## config.mk

```make
export PLATFORM = sky130hd
export DESIGN_NAME = exec_pipe
export DESIGN_NICKNAME = d
export VERILOG_FILES = /design/src/logic/exec_pkg.sv /design/src/logic/int_alu.sv /design/src/logic/serial_divider.sv /design/src/logic/decode_stage.sv /design/src/logic/execute_stage.sv /design/src/logic/exec_pipe.sv
export SDC_FILE = /design/constraint.sdc
export NUM_CORES = 1
export LEC_CHECK = 0
export BUFFER_PORTS_ARGS = -buffer_cell sky130_fd_sc_hd__buf_2
export CAP_MARGIN = 20
export CELL_PAD_IN_SITES_DETAIL_PLACEMENT = 0
export CELL_PAD_IN_SITES_GLOBAL_PLACEMENT = 2
export CORE_ASPECT_RATIO = 2
export CORE_MARGIN = 4
export CORE_UTILIZATION = 40
export DETAILED_ROUTE_END_ITERATION = 7
export HOLD_SLACK_MARGIN = 0.08
export MAX_ROUTING_LAYER = met4
export PLACE_DENSITY_LB_ADDON = 0.1
export SETUP_SLACK_MARGIN = 0.02
export SLEW_MARGIN = 25
export SYNTH_ARGS = -nofsm -noshare
export SYNTH_HDL_FRONTEND = slang
export SYNTH_SLANG_ARGS = --single-unit
```

## constraint.sdc

```tcl
create_clock -name clk -period 10.38 [get_ports clk]
set_input_delay 2.076 -clock clk [delete_from_list [all_inputs] [get_ports clk]]
set_output_delay 2.076 -clock clk [all_outputs]
set_load 0.1 [all_outputs]
```

## src/logic/exec_pkg.sv

```systemverilog
`default_nettype none

package exec_pkg;

    localparam int xlen = 32;
    localparam int reg_addr_w = 5;
    localparam int div_steps = 32;
    localparam int div_cnt_w = $clog2(div_steps);
    localparam logic [div_cnt_w-1:0] div_cnt_last = div_cnt_w'(div_steps - 2);

    //////////////////////////////
    // Encodings
    //////////////////////////////

    localparam logic [6:0] opc_op = 7'b0110011;
    localparam logic [6:0] opc_op_imm = 7'b0010011;
    localparam logic [6:0] opc_lui = 7'b0110111;
    localparam logic [6:0] opc_jal = 7'b1101111;
    localparam logic [6:0] opc_branch = 7'b1100011;

    localparam logic [2:0] f3_add = 3'b000;
    localparam logic [2:0] f3_sll = 3'b001;
    localparam logic [2:0] f3_slt = 3'b010;
    localparam logic [2:0] f3_sltu = 3'b011;
    localparam logic [2:0] f3_xor = 3'b100;
    localparam logic [2:0] f3_srl = 3'b101;
    localparam logic [2:0] f3_or = 3'b110;
    localparam logic [2:0] f3_and = 3'b111;
    localparam logic [2:0] f3_divu = 3'b101;
    localparam logic [2:0] f3_remu = 3'b111;
    localparam logic [2:0] f3_beq = 3'b000;
    localparam logic [2:0] f3_bne = 3'b001;
    localparam logic [2:0] f3_blt = 3'b100;
    localparam logic [2:0] f3_bge = 3'b101;

    localparam logic [6:0] f7_base = 7'b0000000;
    localparam logic [6:0] f7_alt = 7'b0100000;
    // M-extension group
    localparam logic [6:0] f7_muldiv = 7'b0000001;

    typedef enum logic [3:0] {
        alu_add,
        alu_sub,
        alu_and,
        alu_or,
        alu_xor,
        alu_slt,
        alu_sltu,
        alu_sll,
        alu_srl,
        alu_pass_b
    } alu_op_t;

    typedef enum logic [1:0] {
        bcu_eq,
        bcu_ne,
        bcu_lt,
        bcu_ge
    } bcu_op_t;

    //////////////////////////////
    // Instruction word
    //////////////////////////////

    typedef struct packed {
        logic [6:0] funct7;
        logic [reg_addr_w-1:0] rs2;
        logic [reg_addr_w-1:0] rs1;
        logic [2:0] funct3;
        logic [reg_addr_w-1:0] rd;
        logic [6:0] opcode;
    } r_fields_t;

    typedef struct packed {
        logic [11:0] imm12;
        logic [reg_addr_w-1:0] rs1;
        logic [2:0] funct3;
        logic [reg_addr_w-1:0] rd;
        logic [6:0] opcode;
    } i_fields_t;

    typedef union packed {
        r_fields_t r_fields;
        i_fields_t i_fields;
    } instr_u;

    typedef struct packed {
        logic valid;
        logic [xlen-1:0] pc;
        instr_u instr;
        logic [xlen-1:0] rdata1;
        logic [xlen-1:0] rdata2;
    } issue_t;

    //////////////////////////////
    // Stage records
    //////////////////////////////

    typedef struct packed {
        logic valid;
        logic [xlen-1:0] pc;
        logic [xlen-1:0] imm;
        logic [xlen-1:0] rdata1;
        logic [xlen-1:0] rdata2;
        logic [reg_addr_w-1:0] waddr;
        logic wren;
        logic use_imm;
        logic lui;
        logic jal;
        logic branch;
        logic division;
        logic rem;
        alu_op_t alu_op;
        bcu_op_t bcu_op;
    } decode_reg_t;

    localparam decode_reg_t init_decode_reg = '0;

    typedef struct packed {
        logic valid;
        logic wren;
        logic [reg_addr_w-1:0] waddr;
        logic [xlen-1:0] wdata;
        logic [xlen-1:0] pc;
    } wb_t;

    typedef struct packed {
        logic valid;
        logic [xlen-1:0] target;
    } jump_t;

    typedef struct packed {
        wb_t wb;
        jump_t jump;
    } execute_reg_t;

    localparam execute_reg_t init_execute_reg = '0;

endpackage

`default_nettype wire

```

## src/logic/int_alu.sv

```systemverilog
`timescale 1ns/1ps
`default_nettype none

module int_alu (
    input logic [exec_pkg::xlen-1:0] a,
    input logic [exec_pkg::xlen-1:0] b,
    input exec_pkg::alu_op_t alu_op,
    input exec_pkg::bcu_op_t bcu_op,
    output logic [exec_pkg::xlen-1:0] result,
    output logic taken
);
    import exec_pkg::*;

    logic [4:0] shamt;
    logic lt_signed, lt_unsigned, equal;

    always_comb begin
        shamt = b[4:0];
        equal = (a == b);
        lt_signed = ($signed(a) < $signed(b));
        lt_unsigned = (a < b);

        case (alu_op)
            alu_add: result = a + b;
            alu_sub: result = a - b;
            alu_and: result = a & b;
            alu_or: result = a | b;
            alu_xor: result = a ^ b;
            alu_slt: result = {{(xlen-1){1'b0}}, lt_signed};
            alu_sltu: result = {{(xlen-1){1'b0}}, lt_unsigned};
            alu_sll: result = a << shamt;
            alu_srl: result = a >> shamt;
            alu_pass_b: result = b;
            default: result = a + b;
        endcase

        // Branch condition on the same operand pair
        case (bcu_op)
            bcu_eq: taken = equal;
            bcu_ne: taken = !equal;
            bcu_lt: taken = lt_signed;
            default: taken = !lt_signed;
        endcase
    end

endmodule

`default_nettype wire

```

## src/logic/serial_divider.sv

```systemverilog
`timescale 1ns/1ps
`default_nettype none

module serial_divider (
    input logic clk,
    input logic rst,
    input logic start,
    input logic [exec_pkg::xlen-1:0] dividend,
    input logic [exec_pkg::xlen-1:0] divisor,
    output logic [exec_pkg::xlen-1:0] quotient,
    output logic [exec_pkg::xlen-1:0] remainder,
    output logic ready
);
    import exec_pkg::*;

    logic [xlen-1:0] rem_q, quo_q, div_q;
    logic [xlen-1:0] rem_in, quo_in, div_in;
    logic [xlen-1:0] rem_next, quo_next;
    logic [xlen:0] trial;
    logic [div_cnt_w-1:0] cnt;
    logic busy;

    //////////////////////////////
    // One restoring step
    //////////////////////////////

    always_comb begin
        // First step works straight on the operands
        if (start) begin
            rem_in = '0;
            quo_in = dividend;
            div_in = divisor;
        end else begin
            rem_in = rem_q;
            quo_in = quo_q;
            div_in = div_q;
        end

        trial = {rem_in, quo_in[xlen-1]} - {1'b0, div_in};

        if (!trial[xlen]) begin
            rem_next = trial[xlen-1:0];
            quo_next = {quo_in[xlen-2:0], 1'b1};
        end else begin
            rem_next = {rem_in[xlen-2:0], quo_in[xlen-1]};
            quo_next = {quo_in[xlen-2:0], 1'b0};
        end
    end

    always_ff @(posedge clk) begin
        if (start || busy) begin
            rem_q <= rem_next;
            quo_q <= quo_next;
            div_q <= div_in;
        end
    end

    always_ff @(posedge clk) begin
        if (!rst) begin
            busy <= 1'b0;
            ready <= 1'b0;
            cnt <= '0;
        end else begin
            ready <= 1'b0;
            if (start) begin
                busy <= 1'b1;
                cnt <= '0;
            end else if (busy) begin
                cnt <= cnt + div_cnt_w'(1);
                if (cnt == div_cnt_last) begin
                    busy <= 1'b0;
                    ready <= 1'b1;
                end
            end
        end
    end

    assign quotient = quo_q;
    assign remainder = rem_q;

endmodule

`default_nettype wire

```

## src/logic/decode_stage.sv

```systemverilog
`timescale 1ns/1ps
`default_nettype none

module decode_stage (
    input logic clk,
    input logic rst,
    input exec_pkg::issue_t issue,
    input logic stall,
    input logic clear,
    output exec_pkg::decode_reg_t dec
);
    import exec_pkg::*;

    decode_reg_t r, v;
    instr_u w;
    logic [xlen-1:0] imm_i, imm_b, imm_j, imm_u;

    always_comb begin
        w = issue.instr;

        // Immediate forms taken from the I-type layout
        imm_i = {{(xlen-12){w.i_fields.imm12[11]}}, w.i_fields.imm12};
        imm_b = {{(xlen-12){w.i_fields.imm12[11]}}, w.i_fields.rd[0],
                 w.i_fields.imm12[10:5], w.i_fields.rd[4:1], 1'b0};
        imm_j = {{(xlen-20){w.i_fields.imm12[11]}}, w.i_fields.rs1, w.i_fields.funct3,
                 w.i_fields.imm12[0], w.i_fields.imm12[10:1], 1'b0};
        imm_u = {w.i_fields.imm12, w.i_fields.rs1, w.i_fields.funct3, 12'b0};

        v = r;

        if (!stall) begin
            v = init_decode_reg;
            if (issue.valid && !clear) begin
                v.valid = 1'b1;
                v.pc = issue.pc;
                v.rdata1 = issue.rdata1;
                v.rdata2 = issue.rdata2;
                v.waddr = w.r_fields.rd;

                case (w.r_fields.opcode)
                    opc_op: begin
                        if (w.r_fields.funct7 == f7_muldiv) begin
                            if (w.r_fields.funct3 == f3_divu || w.r_fields.funct3 == f3_remu) begin
                                v.wren = 1'b1;
                                v.division = 1'b1;
                                v.rem = (w.r_fields.funct3 == f3_remu);
                            end
                        end else if (w.r_fields.funct7 == f7_base) begin
                            v.wren = 1'b1;
                            case (w.r_fields.funct3)
                                f3_add: v.alu_op = alu_add;
                                f3_sll: v.alu_op = alu_sll;
                                f3_slt: v.alu_op = alu_slt;
                                f3_sltu: v.alu_op = alu_sltu;
                                f3_xor: v.alu_op = alu_xor;
                                f3_srl: v.alu_op = alu_srl;
                                f3_or: v.alu_op = alu_or;
                                default: v.alu_op = alu_and;
                            endcase
                        end else if (w.r_fields.funct7 == f7_alt && w.r_fields.funct3 == f3_add) begin
                            v.wren = 1'b1;
                            v.alu_op = alu_sub;
                        end
                    end
                    opc_op_imm: begin
                        v.use_imm = 1'b1;
                        v.imm = imm_i;
                        case (w.i_fields.funct3)
                            f3_add: begin
                                v.wren = 1'b1;
                                v.alu_op = alu_add;
                            end
                            f3_xor: begin
                                v.wren = 1'b1;
                                v.alu_op = alu_xor;
                            end
                            f3_or: begin
                                v.wren = 1'b1;
                                v.alu_op = alu_or;
                            end
                            f3_and: begin
                                v.wren = 1'b1;
                                v.alu_op = alu_and;
                            end
                            default: v.wren = 1'b0;
                        endcase
                    end
                    opc_lui: begin
                        v.wren = 1'b1;
                        v.lui = 1'b1;
                        v.imm = imm_u;
                        v.alu_op = alu_pass_b;
                    end
                    opc_jal: begin
                        v.wren = 1'b1;
                        v.jal = 1'b1;
                        v.imm = imm_j;
                    end
                    opc_branch: begin
                        v.imm = imm_b;
                        v.branch = (w.i_fields.funct3 == f3_beq) || (w.i_fields.funct3 == f3_bne)
                                || (w.i_fields.funct3 == f3_blt) || (w.i_fields.funct3 == f3_bge);
                        case (w.i_fields.funct3)
                            f3_bne: v.bcu_op = bcu_ne;
                            f3_blt: v.bcu_op = bcu_lt;
                            f3_bge: v.bcu_op = bcu_ge;
                            default: v.bcu_op = bcu_eq;
                        endcase
                    end
                    // Unsupported encodings give a valid record that writes nothing
                    default: v.wren = 1'b0;
                endcase
            end
        end
    end

    always_ff @(posedge clk) begin
        if (!rst) begin
            r <= init_decode_reg;
        end else begin
            r <= v;
        end
    end

    assign dec = r;

endmodule

`default_nettype wire

```

## src/logic/execute_stage.sv

```systemverilog
`timescale 1ns/1ps
`default_nettype none

module execute_stage (
    input logic clk,
    input logic rst,
    input exec_pkg::decode_reg_t dec,
    output logic stall,
    output logic clear,
    output exec_pkg::wb_t wb,
    output exec_pkg::jump_t jump
);
    import exec_pkg::*;

    execute_reg_t r, v;

    logic [xlen-1:0] op_b;
    logic [xlen-1:0] alu_result;
    logic taken;
    logic [xlen-1:0] pc4, target;
    logic [xlen-1:0] quotient, remainder;
    logic div_ready;
    logic div_start;
    logic busy;

    int_alu alu_i (
        .a(dec.rdata1),
        .b(op_b),
        .alu_op(dec.alu_op),
        .bcu_op(dec.bcu_op),
        .result(alu_result),
        .taken(taken)
    );

    serial_divider divider_i (
        .clk(clk),
        .rst(rst),
        .start(div_start),
        .dividend(dec.rdata1),
        .divisor(dec.rdata2),
        .quotient(quotient),
        .remainder(remainder),
        .ready(div_ready)
    );

    always_comb begin
        op_b = dec.use_imm ? dec.imm : dec.rdata2;
        pc4 = dec.pc + xlen'(4);
        target = dec.pc + dec.imm;

        // Divide holds the stage until the result is back
        div_start = dec.valid && dec.division && !busy;
        stall = dec.valid && dec.division && !div_ready;

        v = r;

        v.wb.valid = dec.valid;
        v.wb.wren = dec.wren;
        v.wb.waddr = dec.waddr;
        v.wb.pc = dec.pc;

        if (dec.lui) begin
            v.wb.wdata = dec.imm;
        end else if (dec.jal) begin
            v.wb.wdata = pc4;
        end else if (dec.division) begin
            v.wb.wdata = dec.rem ? remainder : quotient;
        end else begin
            v.wb.wdata = alu_result;
        end

        v.jump.valid = dec.valid && (dec.jal || (dec.branch && taken));
        if (v.jump.valid) begin
            v.jump.target = target;
        end

        if (stall) begin
            v.wb.valid = 1'b0;
            v.wb.wren = 1'b0;
            v.jump.valid = 1'b0;
        end

        // Younger instruction in decode is flushed
        clear = v.jump.valid;
    end

    always_ff @(posedge clk) begin
        if (!rst) begin
            r <= init_execute_reg;
        end else begin
            r <= v;
        end
    end

    always_ff @(posedge clk) begin
        if (!rst) begin
            busy <= 1'b0;
        end else if (div_start) begin
            busy <= 1'b1;
        end else if (div_ready) begin
            busy <= 1'b0;
        end
    end

    assign wb = r.wb;
    assign jump = r.jump;

endmodule

`default_nettype wire

```

## src/logic/exec_pipe.sv

```systemverilog
`timescale 1ns/1ps
`default_nettype none

module exec_pipe (
    input logic clk,
    input logic rst,
    input exec_pkg::issue_t issue,
    output logic stall,
    output exec_pkg::wb_t wb,
    output exec_pkg::jump_t jump
);
    import exec_pkg::*;

    decode_reg_t dec;
    logic clear;

    //////////////////////////////
    // Decode then execute
    //////////////////////////////

    decode_stage decode_i (
        .clk(clk),
        .rst(rst),
        .issue(issue),
        .stall(stall),
        .clear(clear),
        .dec(dec)
    );

    execute_stage execute_i (
        .clk(clk),
        .rst(rst),
        .dec(dec),
        .stall(stall),
        .clear(clear),
        .wb(wb),
        .jump(jump)
    );

endmodule

`default_nettype wire

```

==> flow_summary_export.csv <==
group,metric,value,unit
setup_path,cp.required,10900,ps
clock_tree,cts_max_path_buffers,3,
min_path,hold_path_startpoint,"execute_i.jump[13]$_SDFFE_PN0P_",
clock_tree,postCtsResizedCells,0,
routing,drt_wl_total,134.5,mm
power_and_ir_drop,p_total,3.523,mW
power_and_ir_drop,combPwrFrac,17.0,%
place,gp_congestion,1.058,
setup_path,crit-reg2reg-launch,"decode_i.dec[11]$_SDFFE_PN0N_",
setup_path,critPathLaunch,"decode_i.dec[11]$_SDFFE_PN0N_",
status,outcome,"completed",
setup_path,cp-start-kind,"flop",
clock_tree,numClockSinks,355,
routing,viasPerCell,6.312,
timing,tns,0,ps
cells_and_area,finalNonFillerCells,4156,
floorplanning,rows,132,
timing,setup_viol,0,
power_and_ir_drop,switching_share,31.20,%
yosys,syn_inst,3107,
clock_tree,postCtsSetupRepairBufs,0,
cells_and_area,nFillCells,6567,
floorplanning,die_w,189.3,µm
yosys,synth_most_common_cell,"nand2_1",
routing,drtPass1Iterations,6,
timing,holdWs,451.1,ps
power_and_ir_drop,intPower,2.424,mW
setup_path,worst-path-max-fanout,61,
yosys,synth_nets,3406,
power_and_ir_drop,p_switching,1.099,mW
cells_and_area,drive_above_1_share,15.12,%
timing,skew,28.28,ps
timing,worst_slack,4000,ps
global_routing,antenna_found_initial,9,
routing,drc_errors,0,
place,dp_cells,4084,
timing,period_minus_slack,6380,ps
clock_tree,numCtsBuffers,37,
place,portBuffers,235,
clock_tree,clk_pin_slew_worst_paths,70,ps
power_and_ir_drop,ir_drop,0.0001267,V
timing,timing.final.max_slew_violations,0,
power_and_ir_drop,clkPwrFrac,40.8,%
cells_and_area,syn2layout_area_growth,12.75,%
clock_tree,cts_hold_buffers,0,
floorplanning,dieArea,70130,µm²
routing,routedWlPerCell,32.36,µm
yosys,synth_top_area_share,19.73,%
routing,drtIter0Drc,2097,
global_routing,grt_max_degree,92,
power_and_ir_drop,powerDensity,118.9,nW/µm²
cells_and_area,fin_area,29640,µm²
floorplanning,ios,236,
yosys,ys_ff_latch,355,
global_routing,gr-usage-all-layers,37.90,%
yosys,synth_area_leader_cell,"dfxtp_1",
yosys,ys_seq_area_share,30.69,%
timing,tightest_slew,1142,ps
routing,num_vias,26230,
timing,finalCritPeriodShare,61.47,%
setup_path,path_class,"flop to flop",
yosys,yosysWarnings,0,
job,cap_violations,0,
power_and_ir_drop,p_leak,12.49,nW
yosys,syn_avg_cell_area,8.460,µm²
yosys,yosys-top-cells-count,"nand2_1 (316), dfxtp_1 (259), a21oi_1 (229)",
clock_tree,htreeDepth,2,
clock_tree,clockRootBuffer,"clkbuf_16",
yosys,synthArstFlopShare,0,%
yosys,yosys-top-cells-area,"dfxtp_1 (20%), edfxtp_1 (11%), ha_1 (7.8%)",
global_routing,grt_overflow_total,0,
routing,drtAntennaViolNets,0,
cells_and_area,nNetsFinal,3551,
yosys,synthFlopType,"dfxtp_1",
floorplanning,die_h,370.5,µm
global_routing,first_global_vias,26280,
cells_and_area,utilization,45.66,%
setup_path,cp-end-kind,"flop",
place,place_ws,4101,ps
yosys,syn_area,26290,µm²
setup_path,arrival,6900,ps
timing,finalHoldViolCount,0,
place,hpwl,106.9,mm
place,placed_area,28360,µm²
min_path,min_path_type,"flop to flop",
power_and_ir_drop,seq_power_share,42.2,%
clock_tree,clock_latency,600,ps
floorplanning,core,64910,µm²
floorplanning,initial_core_util,40.50,%
yosys,synthDistinctLibCells,93,
yosys,synth_edf_count,96,
timing,fmax,156.7,MHz
timing,slew_headroom,23.62,%
global_routing,grt_first_pass_wirelength,188.8,mm
timing,rsz0062_at_grt,"no",
clock_tree,cts_tree,"built",
-- registers in the layout, indices dropped and copies added (netlist names) --
register	cells
execute_i.divider_i.ready	1
execute_i.divider_i.quotient	32
execute_i.divider_i.div_q	32
execute_i.busy	1
execute_i.divider_i.cnt	5
execute_i.divider_i.busy	1
execute_i.wb	71
decode_i.dec	147
execute_i.jump	33
execute_i.divider_i.remainder	32
-- power by group through the flow --
| stage | registers (mW) | clock network, mW | logic (mW) |
|---|---|---|---|
| final | 1.49 | 1.44 | 0.599 |
| after global routing | 1.49 | 1.50 | 0.624 |
| after detailed placement | 1.52 | 0 | 0.583 |
| after global placement | 1.52 | 0 | 0.582 |
| after CTS | 1.49 | 1.46 | 0.586 |
| after floorplan | 1.58 | 0 | 0.299 |
-- worst paths after layout --
| path | end | slack (ps) | depth (start not counted) |
|---|---|---|---|
| max | decode_i.dec[56]$_SDFFE_PN0N_ | 4000 | 18 |
| max reg2reg | decode_i.dec[56]$_SDFFE_PN0N_ | 4000 | 18 |
| min reg2reg | execute_i.jump[13]$_SDFFE_PN0P_ | 450 | 2 |
| min | execute_i.jump[13]$_SDFFE_PN0P_ | 450 | 2 |
-- worst max-delay path, stage by stage (launching register included) --
cell       delay [ps]
dfxtp_2           470
buf_4             520
mux2i_4           120
buf_4             350
inv_2             140
ha_1              180
inv_1              60
fa_1              440
nor2b_1           170
o211ai_1          290
a21oi_1           160
o31ai_2           380
o2bb2ai_2         310
a311o_1           310
o211a_2           200
buf_4             380
and3_4            790
buf_4             590
a22o_1            230
-- per-layer routing --
metal  vias up  part of all wire, %  track usage [%]
li1      11800                    -                -
met1     12680                   33            36.74
met2      1295                   51            67.59
met3       467                  5.9            4.492
met4         0                   10            30.44
met5         -                    0                -
-- final cells by class --
| cell class | instances | area (µm²) | area share, % |
|---|---|---|---|
| clock buffers | 58 | 1129 | 3.808 |
| multi-input cells | 2412 | 16960 | 57.23 |
| clock inverters | 10 | 130.1 | 0.4391 |
| flip-flops and latches | 355 | 8071 | 27.23 |
| repair buffers | 308 | 1728 | 5.830 |
| inverters | 138 | 518.0 | 1.748 |
| well taps | 871 | 1090 | 3.677 |
| diodes | 4 | 10.01 | 0.03377 |
-- cells by family (layout without fill, tap and decap cells) --
family | Yosys count | in the layout | share of synthesized area (%)
AOI/OAI and AO/OA | 972 | 972 | 25.36
and+or+nand+nor | 898 | 898 | 16.17
DFF | 355 | 355 | 30.69
buffers and inverters | 340 | 514 | 5.236
muxes | 269 | 269 | 10.92
adders and majority gates | 168 | 168 | 8.111
xor gates and xnor gates | 105 | 105 | 3.499
other | 0 | 4 | 0
-- cell usage in the layout, fill, tap and decap left out, types with 11 or more instances in the layout --
cell	synthesis	routed
nand2b_1	20	20
o21bai_1	19	19
nor2b_1	25	25
xor2_1	30	29
a21oi_1	229	229
a221oi_1	37	37
o221ai_1	11	11
nor4_1	16	16
o21ai_0	170	169
nor3_1	55	52
nand4_1	30	30
nand3_1	81	81
a211oi_1	44	43
edfxtp_1	96	96
o31ai_1	29	29
nand2_1	316	315
buf_4	6	72
inv_1	130	129
ha_1	164	164
mux2i_1	193	191
and3_1	24	23
a21o_1	45	45
a31oi_1	38	38
xnor2_1	75	75
o21a_1	20	20
dfxtp_1	259	256
nor2_1	196	194
o22ai_1	19	19
a22o_1	115	115
a22oi_1	15	15
o211ai_1	47	47
and2_1	80	80
buf_2	26	235
clkbuf_16	0	40
or2_2	16	15
a221o_1	12	12
mux2_2	60	60
Power figures use the tool's default switching activity.
